$ cat config.mk
export PLATFORM = sky130hd
export DESIGN_NAME = macro_fetch_unit
export DESIGN_NICKNAME = d
export VERILOG_FILES = /design/src/logic/macro_fetch_pkg.sv /design/src/logic/lc_bus_if.sv /design/src/logic/instruction_word_buffer.sv /design/src/logic/lc_control.sv /design/src/logic/location_counter.sv /design/src/logic/macro_fetch_unit.sv /design/src/logic/macro_instr_select.sv
export SDC_FILE = /design/constraint.sdc
export NUM_CORES = 1
export LEC_CHECK = 0
export BUFFER_PORTS_ARGS = -buffer_cell sky130_fd_sc_hd__buf_2
export CAP_MARGIN = 20
export CELL_PAD_IN_SITES_DETAIL_PLACEMENT = 1
export CELL_PAD_IN_SITES_GLOBAL_PLACEMENT = 1
export CORE_UTILIZATION = 36
export DETAILED_ROUTE_END_ITERATION = 8
export PLACE_DENSITY_LB_ADDON = 0.1
export RECOVER_POWER = 25
export SYNTH_ARGS = -nofsm -noshare
export SYNTH_HDL_FRONTEND = slang
export SYNTH_SLANG_ARGS = --single-unit
export TNS_END_PERCENT = 5
$ cat constraint.sdc
create_clock -name clk -period 5.45 [get_ports clk]
set_input_delay 0.545 -clock clk [delete_from_list [all_inputs] [get_ports clk]]
set_output_delay 0.545 -clock clk [all_outputs]
set_load 0.03 [all_outputs]
$ cat src/logic/macro_fetch_pkg.sv
// Macroinstruction fetch definitions

package macro_fetch_pkg;

   // base widths of the default configuration.
   localparam int LC_W = 26;
   localparam int WORD_W = 32;
   localparam int WORD_ADDR_W = LC_W - 2;
   localparam int MACRO_INSTR_W = WORD_W / 2;
   localparam int IR_W = 49;
   localparam int SPC_W = 19;

   typedef logic [LC_W-1:0] lc_t;                 // halfword or byte address.
   typedef logic [WORD_W-1:0] mem_word_t;
   typedef logic [WORD_ADDR_W-1:0] word_addr_t;   // lc without its low two bits.
   typedef logic [MACRO_INSTR_W-1:0] macro_instr_t;
   typedef logic [IR_W-1:0] ir_t;
   typedef logic [SPC_W-1:0] spc_t;

   // microinstruction and stack bits seen by the lc control.
   localparam int IR_LCINC_BIT = 24;         // dispatch also steps the lc.
   localparam int IR_MROT_BIT_A = 10;
   localparam int IR_MROT_BIT_B = 11;        // both set means lc-relative rotation.
   localparam int SPC_MACRO_RETURN_BIT = 14;

   // instruction select rule.
   localparam int BYTES_PER_WORD = 4;        // indexed by lc[1:0], byte 0 lowest.
   localparam int HALVES_PER_WORD = 2;       // indexed by lc[1], half 0 lowest.
   localparam int LC_STEP_BYTE = 1;
   localparam int LC_STEP_HALF = 2;

endpackage

$ cat src/logic/lc_bus_if.sv
// Location counter bus

`timescale 1ns/10ps

interface lc_bus_if #(
   parameter int LC_WIDTH = $bits(macro_fetch_pkg::lc_t)
);

   logic [LC_WIDTH-1:0] lc;      // current location counter.
   logic lc_byte_mode;           // 1 steps by bytes, 0 by halfwords.
   logic lcinc;                  // step request at the next state_fetch.
   logic needfetch;              // current word is stale or used up.

   modport ctl (
      input lc,
      input lc_byte_mode,
      output lcinc,
      output needfetch
   );

   modport counter (
      output lc,
      output lc_byte_mode,
      input lcinc
   );

   modport reader (
      input lc,
      input lc_byte_mode
   );

endinterface

$ cat src/logic/instruction_word_buffer.sv
// Instruction word buffer

`timescale 1ns/10ps

module instruction_word_buffer #(
   parameter int LC_WIDTH = $bits(macro_fetch_pkg::lc_t),
   parameter int WORD_WIDTH = $bits(macro_fetch_pkg::mem_word_t)
) (
   input logic clk,
   input logic reset,
   input logic ifetch,
   lc_bus_if.reader lcb,
   output logic mem_rd,
   output logic [LC_WIDTH-3:0] mem_addr,
   input logic mem_valid,
   input logic [WORD_WIDTH-1:0] mem_data,
   output logic [WORD_WIDTH-1:0] word,
   output logic word_valid
);

   typedef enum logic [1:0] {
      S_IDLE,
      S_REQUEST,
      S_WAITING
   } state_t;

   state_t state;
   logic [LC_WIDTH-3:0] addr_q;
   logic [LC_WIDTH-3:0] lc_word_addr;

   assign lc_word_addr = lcb.lc[LC_WIDTH-1:2];

   always_ff @(posedge clk)
   begin
      if (reset)
      begin
         state <= S_IDLE;
         word_valid <= 1'b0;
      end
      else
      begin
         case (state)
            S_IDLE:
            begin
               if (ifetch)
               begin
                  state <= S_REQUEST;
                  word_valid <= 1'b0;   // drops together with mem_rd.
               end
            end
            S_REQUEST:
            begin
               state <= S_WAITING;
            end
            S_WAITING:
            begin
               if (mem_valid)
               begin
                  state <= S_IDLE;
                  word_valid <= 1'b1;
               end
            end
            default:
            begin
               state <= S_IDLE;
            end
         endcase
      end
   end

   // lc has already moved when the request goes out.
   always_ff @(posedge clk)
   begin
      if (state == S_REQUEST)
         addr_q <= lc_word_addr;
      if (state == S_WAITING && mem_valid)
         word <= mem_data;   // held until the next fetch completes.
   end

   assign mem_rd = (state == S_REQUEST);
   assign mem_addr = (state == S_REQUEST) ? lc_word_addr : addr_q;

   a_valid_when_waiting : assert property (
      @(posedge clk) disable iff (reset)
      mem_valid |-> state == S_WAITING
   ) else $error("mem_valid with no read outstanding");

   // the sequencer must wait for word_valid before fetching again.
   a_no_fetch_busy : assert property (
      @(posedge clk) disable iff (reset)
      ifetch |-> state == S_IDLE
   ) else $error("fetch while buffer busy");

endmodule

$ cat src/logic/lc_control.sv
// Location counter control

`timescale 1ns/10ps

module lc_control #(
   parameter int LC_WIDTH = $bits(macro_fetch_pkg::lc_t)
) (
   input logic clk,
   input logic reset,
   input logic state_fetch,
   input logic destlc,
   input logic irdisp,
   input logic spop,
   input logic srcspcpopreal,
   input logic ext_int,
   input logic bus_int,
   input macro_fetch_pkg::ir_t ir,
   input macro_fetch_pkg::spc_t spc,
   lc_bus_if.ctl lcb,
   output logic ifetch,
   output logic newlc,
   output logic sintr,
   output logic spc1a,
   output logic inst_in_left_half,
   output logic sh3,
   output logic sh4
);

   logic [LC_WIDTH-1:0] lc_cur;
   logic lc0b;
   logic have_wrong_word;
   logic last_byte_in_word;
   logic next_instr;
   logic next_instrd;
   logic newlc_in;
   logic spcmung;
   logic lc_modifies_mrot;
   logic inst_in_2nd_or_4th_quarter;

   assign lc_cur = lcb.lc;
   assign lc0b = lc_cur[0] & lcb.lc_byte_mode;   // odd byte, byte mode only.

   // a popped return address with the macro bit resumes macrocode.
   assign next_instr = spop & ~srcspcpopreal & spc[macro_fetch_pkg::SPC_MACRO_RETURN_BIT];

   assign have_wrong_word = newlc | destlc;
   assign last_byte_in_word = ~lc_cur[1] & ~lc0b;
   assign lcb.needfetch = have_wrong_word | last_byte_in_word;

   assign lcb.lcinc = next_instrd | (irdisp & ir[macro_fetch_pkg::IR_LCINC_BIT]);

   // strobed so the buffer sees one trigger per microinstruction.
   assign ifetch = lcb.needfetch & lcb.lcinc & state_fetch;

   // a stale word not consumed by this step stays pending.
   assign newlc_in = have_wrong_word & ~lcb.lcinc;

   assign spcmung = spc[macro_fetch_pkg::SPC_MACRO_RETURN_BIT] & ~lcb.needfetch;
   assign spc1a = spcmung | spc[1];

   always_ff @(posedge clk)
   begin
      if (reset)
      begin
         newlc <= 1'b0;
         sintr <= 1'b0;
         next_instrd <= 1'b0;
      end
      else if (state_fetch)
      begin
         newlc <= newlc_in;
         sintr <= ext_int | bus_int;   // sampled at the instruction boundary.
         next_instrd <= next_instr;
      end
   end

   // Rotation adjust for the instruction position inside the word.
   // Halfword 0 is the low half, and byte order within a word runs 0, 3, 2, 1
   // from the left, so lc[1] and lc0b together decide the half.
   assign lc_modifies_mrot = ir[macro_fetch_pkg::IR_MROT_BIT_A]
                             & ir[macro_fetch_pkg::IR_MROT_BIT_B];

   assign inst_in_left_half = ~(lc_cur[1] ^ lc0b) & lc_modifies_mrot;
   assign sh4 = ir[4] ^ inst_in_left_half;

   assign inst_in_2nd_or_4th_quarter = ~lc_cur[0] & lc_modifies_mrot & lcb.lc_byte_mode;
   assign sh3 = ir[3] ^ inst_in_2nd_or_4th_quarter;

   // the sequencer loads lc only at the end of a microinstruction.
   a_destlc_with_fetch : assert property (
      @(posedge clk) disable iff (reset)
      destlc |-> state_fetch
   ) else $error("destlc outside state_fetch");

endmodule

$ cat src/logic/location_counter.sv
// Location counter register

`timescale 1ns/10ps

module location_counter #(
   parameter int LC_WIDTH = $bits(macro_fetch_pkg::lc_t)
) (
   input logic clk,
   input logic reset,
   input logic state_fetch,
   input logic destlc,
   input logic [LC_WIDTH-1:0] lc_load_data,
   input logic byte_mode,
   lc_bus_if.counter lcb
);

   logic [LC_WIDTH-1:0] lc_q;
   logic byte_mode_q;
   logic [LC_WIDTH-1:0] lc_step;

   // one byte or one halfword per instruction.
   assign lc_step = byte_mode_q ? LC_WIDTH'(macro_fetch_pkg::LC_STEP_BYTE)
                                : LC_WIDTH'(macro_fetch_pkg::LC_STEP_HALF);

   always_ff @(posedge clk)
   begin
      if (reset)
      begin
         lc_q <= '0;
         byte_mode_q <= 1'b0;
      end
      else if (state_fetch)
      begin
         if (destlc)
         begin
            lc_q <= lc_load_data;   // load wins over a step.
            byte_mode_q <= byte_mode;
         end
         else if (lcb.lcinc)
         begin
            lc_q <= lc_q + lc_step;
         end
      end
   end

   assign lcb.lc = lc_q;
   assign lcb.lc_byte_mode = byte_mode_q;

   // halfword addresses are even, which also needs an even load value.
   a_half_mode_even : assert property (
      @(posedge clk) disable iff (reset)
      !lcb.lc_byte_mode |-> !lcb.lc[0]
   ) else $error("odd lc in halfword mode");

endmodule

$ cat src/logic/macro_fetch_unit.sv
// Macroinstruction fetch unit

`timescale 1ns/10ps

module macro_fetch_unit #(
   parameter int LC_WIDTH = $bits(macro_fetch_pkg::lc_t),
   parameter int WORD_WIDTH = $bits(macro_fetch_pkg::mem_word_t)
) (
   input logic clk,
   input logic reset,
   input logic state_fetch,
   input logic destlc,
   input logic [LC_WIDTH-1:0] lc_load_data,
   input logic byte_mode,
   input logic irdisp,
   input logic spop,
   input logic srcspcpopreal,
   input logic ext_int,
   input logic bus_int,
   input macro_fetch_pkg::ir_t ir,
   input macro_fetch_pkg::spc_t spc,
   input logic mem_valid,
   input logic [WORD_WIDTH-1:0] mem_data,
   output logic mem_rd,
   output logic [LC_WIDTH-3:0] mem_addr,
   output logic [WORD_WIDTH/2-1:0] macro_instr,
   output logic word_valid,
   output logic [LC_WIDTH-1:0] lc,
   output logic needfetch,
   output logic lcinc,
   output logic ifetch,
   output logic newlc,
   output logic sintr,
   output logic spc1a,
   output logic inst_in_left_half,
   output logic sh3,
   output logic sh4
);

   logic [WORD_WIDTH-1:0] word;

   lc_bus_if #(.LC_WIDTH(LC_WIDTH)) lcb ();

   lc_control #(
      .LC_WIDTH(LC_WIDTH)
   ) u_lc_control (
      .clk(clk),
      .reset(reset),
      .state_fetch(state_fetch),
      .destlc(destlc),
      .irdisp(irdisp),
      .spop(spop),
      .srcspcpopreal(srcspcpopreal),
      .ext_int(ext_int),
      .bus_int(bus_int),
      .ir(ir),
      .spc(spc),
      .lcb(lcb.ctl),
      .ifetch(ifetch),
      .newlc(newlc),
      .sintr(sintr),
      .spc1a(spc1a),
      .inst_in_left_half(inst_in_left_half),
      .sh3(sh3),
      .sh4(sh4)
   );

   location_counter #(
      .LC_WIDTH(LC_WIDTH)
   ) u_location_counter (
      .clk(clk),
      .reset(reset),
      .state_fetch(state_fetch),
      .destlc(destlc),
      .lc_load_data(lc_load_data),
      .byte_mode(byte_mode),
      .lcb(lcb.counter)
   );

   instruction_word_buffer #(
      .LC_WIDTH(LC_WIDTH),
      .WORD_WIDTH(WORD_WIDTH)
   ) u_word_buffer (
      .clk(clk),
      .reset(reset),
      .ifetch(ifetch),
      .lcb(lcb.reader),
      .mem_rd(mem_rd),
      .mem_addr(mem_addr),
      .mem_valid(mem_valid),
      .mem_data(mem_data),
      .word(word),
      .word_valid(word_valid)
   );

   macro_instr_select #(
      .LC_WIDTH(LC_WIDTH),
      .WORD_WIDTH(WORD_WIDTH)
   ) u_instr_select (
      .lcb(lcb.reader),
      .word(word),
      .macro_instr(macro_instr)
   );

   // lc group seen from outside.
   assign lc = lcb.lc;
   assign needfetch = lcb.needfetch;
   assign lcinc = lcb.lcinc;

endmodule

$ cat src/logic/macro_instr_select.sv
// Macroinstruction selector

`timescale 1ns/10ps

module macro_instr_select #(
   parameter int LC_WIDTH = $bits(macro_fetch_pkg::lc_t),
   parameter int WORD_WIDTH = $bits(macro_fetch_pkg::mem_word_t)
) (
   lc_bus_if.reader lcb,
   input logic [WORD_WIDTH-1:0] word,
   output logic [WORD_WIDTH/2-1:0] macro_instr
);

   localparam int HALF_WIDTH = WORD_WIDTH / macro_fetch_pkg::HALVES_PER_WORD;
   localparam int BYTE_WIDTH = WORD_WIDTH / macro_fetch_pkg::BYTES_PER_WORD;

   logic [LC_WIDTH-1:0] lc_cur;
   logic [1:0] byte_index;
   logic [HALF_WIDTH-1:0] half_sel;
   logic [BYTE_WIDTH-1:0] byte_sel;

   assign lc_cur = lcb.lc;
   assign byte_index = lc_cur[1:0];

   // lc[1] picks the half, low half first.
   assign half_sel = lc_cur[1] ? word[WORD_WIDTH-1:HALF_WIDTH] : word[HALF_WIDTH-1:0];

   assign byte_sel = word[byte_index*BYTE_WIDTH +: BYTE_WIDTH];

   always_comb
   begin
      if (lcb.lc_byte_mode)
         macro_instr = {{(HALF_WIDTH-BYTE_WIDTH){1'b0}}, byte_sel};   // zero extended.
      else
         macro_instr = half_sel;
   end

endmodule

==> flow_summary.json <==
{
  "run_status": "finished, violations left",
  "violations": "max-capacitance violations, max-slew violations",
  "yosysTopAreaCellShare_pct": 26.9,
  "worstPathMaxFanout": 33,
  "synth-seq-area-share_pct": 49.5,
  "fin_ws_ns": 2.29,
  "synth_edf_count": 32,
  "drt_iter0_markers": 132,
  "ant_nets": 0,
  "yosysUniqueCellTypes": 60,
  "r2r_slack_ns": 2.73,
  "yosysWarnings": 0,
  "fmax_mhz": 316,
  "grt_max_degree": 46,
  "finalCritPeriodShare_pct": 58.0,
  "vias": 3813,
  "p_leak_uw": 0.00224,
  "worstSetupPathType": "flip-flop to output port",
  "synth_cells": 406,
  "antenna_cells": 0,
  "grtUsageTotal_pct": 21.6,
  "drt-total-wl_um": 12900,
  "worst_setup_path_end_kind": "output port",
  "syn-num-nets": 547,
  "rows": 39,
  "die_area_um2": 12200,
  "clk_pin_slew_ns": 0.07,
  "core_area_um2": 11500,
  "period_needed_ns": 3.16,
  "io_buffers": 152,
  "ff_latch_area_um2": 2100,
  "fin_cells": 697,
  "drc": 0,
  "required_ns": 4.91,
  "synth_flop_cell": "dfxtp_1",
  "ir_drop_mv": 0.295,
  "antenna_found_initial": 0,
  "cts_buffers": 9,
  "setup_viol": 0,
  "synth_area_leaders": "dfxtp_1 (27%), edfxtp_1 (23%), mux2_2 (4.5%)",
  "final.fill_count": 1324,
  "power.total_uw": 1730,
  "syn_to_final_growth_pct": 27.4,
  "drive_above_1_share_pct": 37.7,
  "finalInstanceArea_um2": 5410,
  "dp.cells": 681,
  "ctsResizeCount": 0,
  "netlist_area_um2": 4250,
  "multiInputGateArea_um2": 1960,
  "cts_root_buffer": "clkbuf_16",
  "ios": 214,
  "avgSynthCellArea_um2": 10.5,
  "hold_viol": 0,
  "cts_sinks": 89,
  "dp_hpwl_um": 9320,
  "wl_per_cell_um": 18.5,
  "p_per_area_nw_per_um2": 320,
  "grt_pass1_vias": 3939,
  "worstPathArrival_ns": 2.62,
  "viasPerCell": 5.47,
  "clk_latency_ns": 0.34,
  "tightest_slew_ns": 1.80,
  "die_h_um": 111,
  "start_util_pct": 37.0,
  "htreeDepth": 3,
  "synth-seq-cells": 89,
  "place.gp.congestion": 0.818,
  "place_area_um2": 5110,
  "setup.worst_path.start_class": "flip-flop",
  "rsz0062_at_grt": "false",
  "dr.pass1.iters": 4,
  "tns_ns": 0,
  "hold_buffers": 0,
  "postCtsSetupBuffers": 0,
  "drv_cap": 3,
  "die_w_um": 111,
  "fin_skew_ns": 0.00438,
  "cts_tree": "done",
  "clock_path_buffers": 2,
  "finalNetCount": 690,
  "timing.slew.headroom_pct": -19.9,
  "place_ws_ns": 2.73,
  "synthArstFlopShare_pct": 0,
  "grt.overflow.total": 0,
  "slew_violations": 101,
  "hold_class": "input port to flip-flop",
  "grt_first_pass_wirelength_um": 20800,
  "yosysTopAreaCell": "dfxtp_1"
}
cells by family after synthesis:
logic type                 count (synthesis)  share of synthesized area, %
muxes                                     35                          11.1
DFF                                       89                          49.5
and+or+nand+nor                          147                          19.3
AOI/OAI and AO/OA                         86                          14.0
xor gates and xnor gates                   2                         0.413
buffers and inverters                     43                          4.36
adders and majority gates                  4                          1.36
state kept, by name (all words and copies together), names as in the netlist:
| name | flops |
|---|---|
| u_location_counter.lcb.lc_byte_mode | 1 |
| u_word_buffer.word_valid | 1 |
| u_lc_control.sintr | 1 |
| u_word_buffer.addr_q | 24 |
| u_word_buffer.state | 2 |
| u_word_buffer.word | 32 |
| u_lc_control.newlc | 1 |
| u_lc_control.next_instrd | 1 |
| u_location_counter.lcb.lc | 26 |
metal layers:
layer,track usage [%],part of all wire (%),up-vias
met5,0,0,-
met1,28.4,46,1857
li1,-,-,1830
met3,3.84,4.6,15
met2,36.0,48,111
met4,7.20,1.5,0
cells in the mapped netlist (all sizes together), types with 3 or more instances:
library cell / instances
nand4: 17
a21oi: 19
edfxtp: 32
inv: 15
nor3: 9
buf: 11
a211o: 3
mux4: 8
a31o: 3
ha: 3
o22ai: 3
nor4: 4
nand3: 14
and2: 3
dfxtp: 57
nand2b: 3
and3: 8
a211oi: 7
or3: 5
o211ai: 7
or4b: 3
a31oi: 9
a32o: 5
clkbuf: 15
and4: 5
nor2: 34
nand2: 32
mux2i: 10
o21ai: 14
mux2: 17
nor4b: 3
o31ai: 4
cells in the final DEF (no fill, tap or decap), drive strengths merged, types with 8 or more instances in the layout:
master / synthesis / layout
a21oi: 19 / 19
a31oi: 9 / 9
and3: 8 / 8
buf: 11 / 155
clkbuf: 15 / 12
dfxtp: 57 / 57
edfxtp: 32 / 32
inv: 15 / 15
mux2: 17 / 17
mux2i: 10 / 10
mux4: 8 / 8
nand2: 32 / 32
nand3: 14 / 14
nand4: 17 / 17
nor2: 34 / 34
nor3: 9 / 9
o21ai: 14 / 14
report_power, final:
part | internal [uW] | switching, uW | leakage (uW)
Combinational | 107 | 204 | 0.00134
Clock | 397 | 262 | 0.000152
Sequential | 730 | 32.6 | 0.000755
stage by stage:
step | util (%) | hold WS, ns
floorplan | - | 0.466
global placement | 44.6 | 0.444
detailed placement | 44.6 | 0.455
CTS | 47.3 | 0.367
global route | 47.2 | 0.364
finish | 47.2 | 0.376
path summary, 6_finish.rpt:
check,cells after the start,end,from
hold reg to reg,2,u_word_buffer.addr_q[5]$_DFF_P_,u_word_buffer.addr_q[5]$_DFF_P_
setup / recovery,4,mem_addr[9],u_word_buffer.state[1]$_SDFFE_PP0P_
setup reg to reg,6,u_location_counter.lcb.lc[20]$_SDFFE_PP0P_,u_location_counter.lcb.lc_byte_mode$_SDFFE_PP0P_
hold / removal,1,u_word_buffer.word[11]$_DFFE_PP_,mem_data[11]
critical path: stages, from the launching register on:
cell	delay, ns
dfxtp_1	0.36
nand2b_1	0.13
clkbuf_1	1.14
mux2_2	0.45
buf_2	0.18
cell type report:
type,count,area share (%)
clock inverter,7,1.57
timing repair buffer,158,14.7
clock buffer,9,4.16
multi-input combinational,274,36.2
sequential,89,38.8
inverter,17,1.18
tap,143,3.31
(Power assumes the default switching activity.)
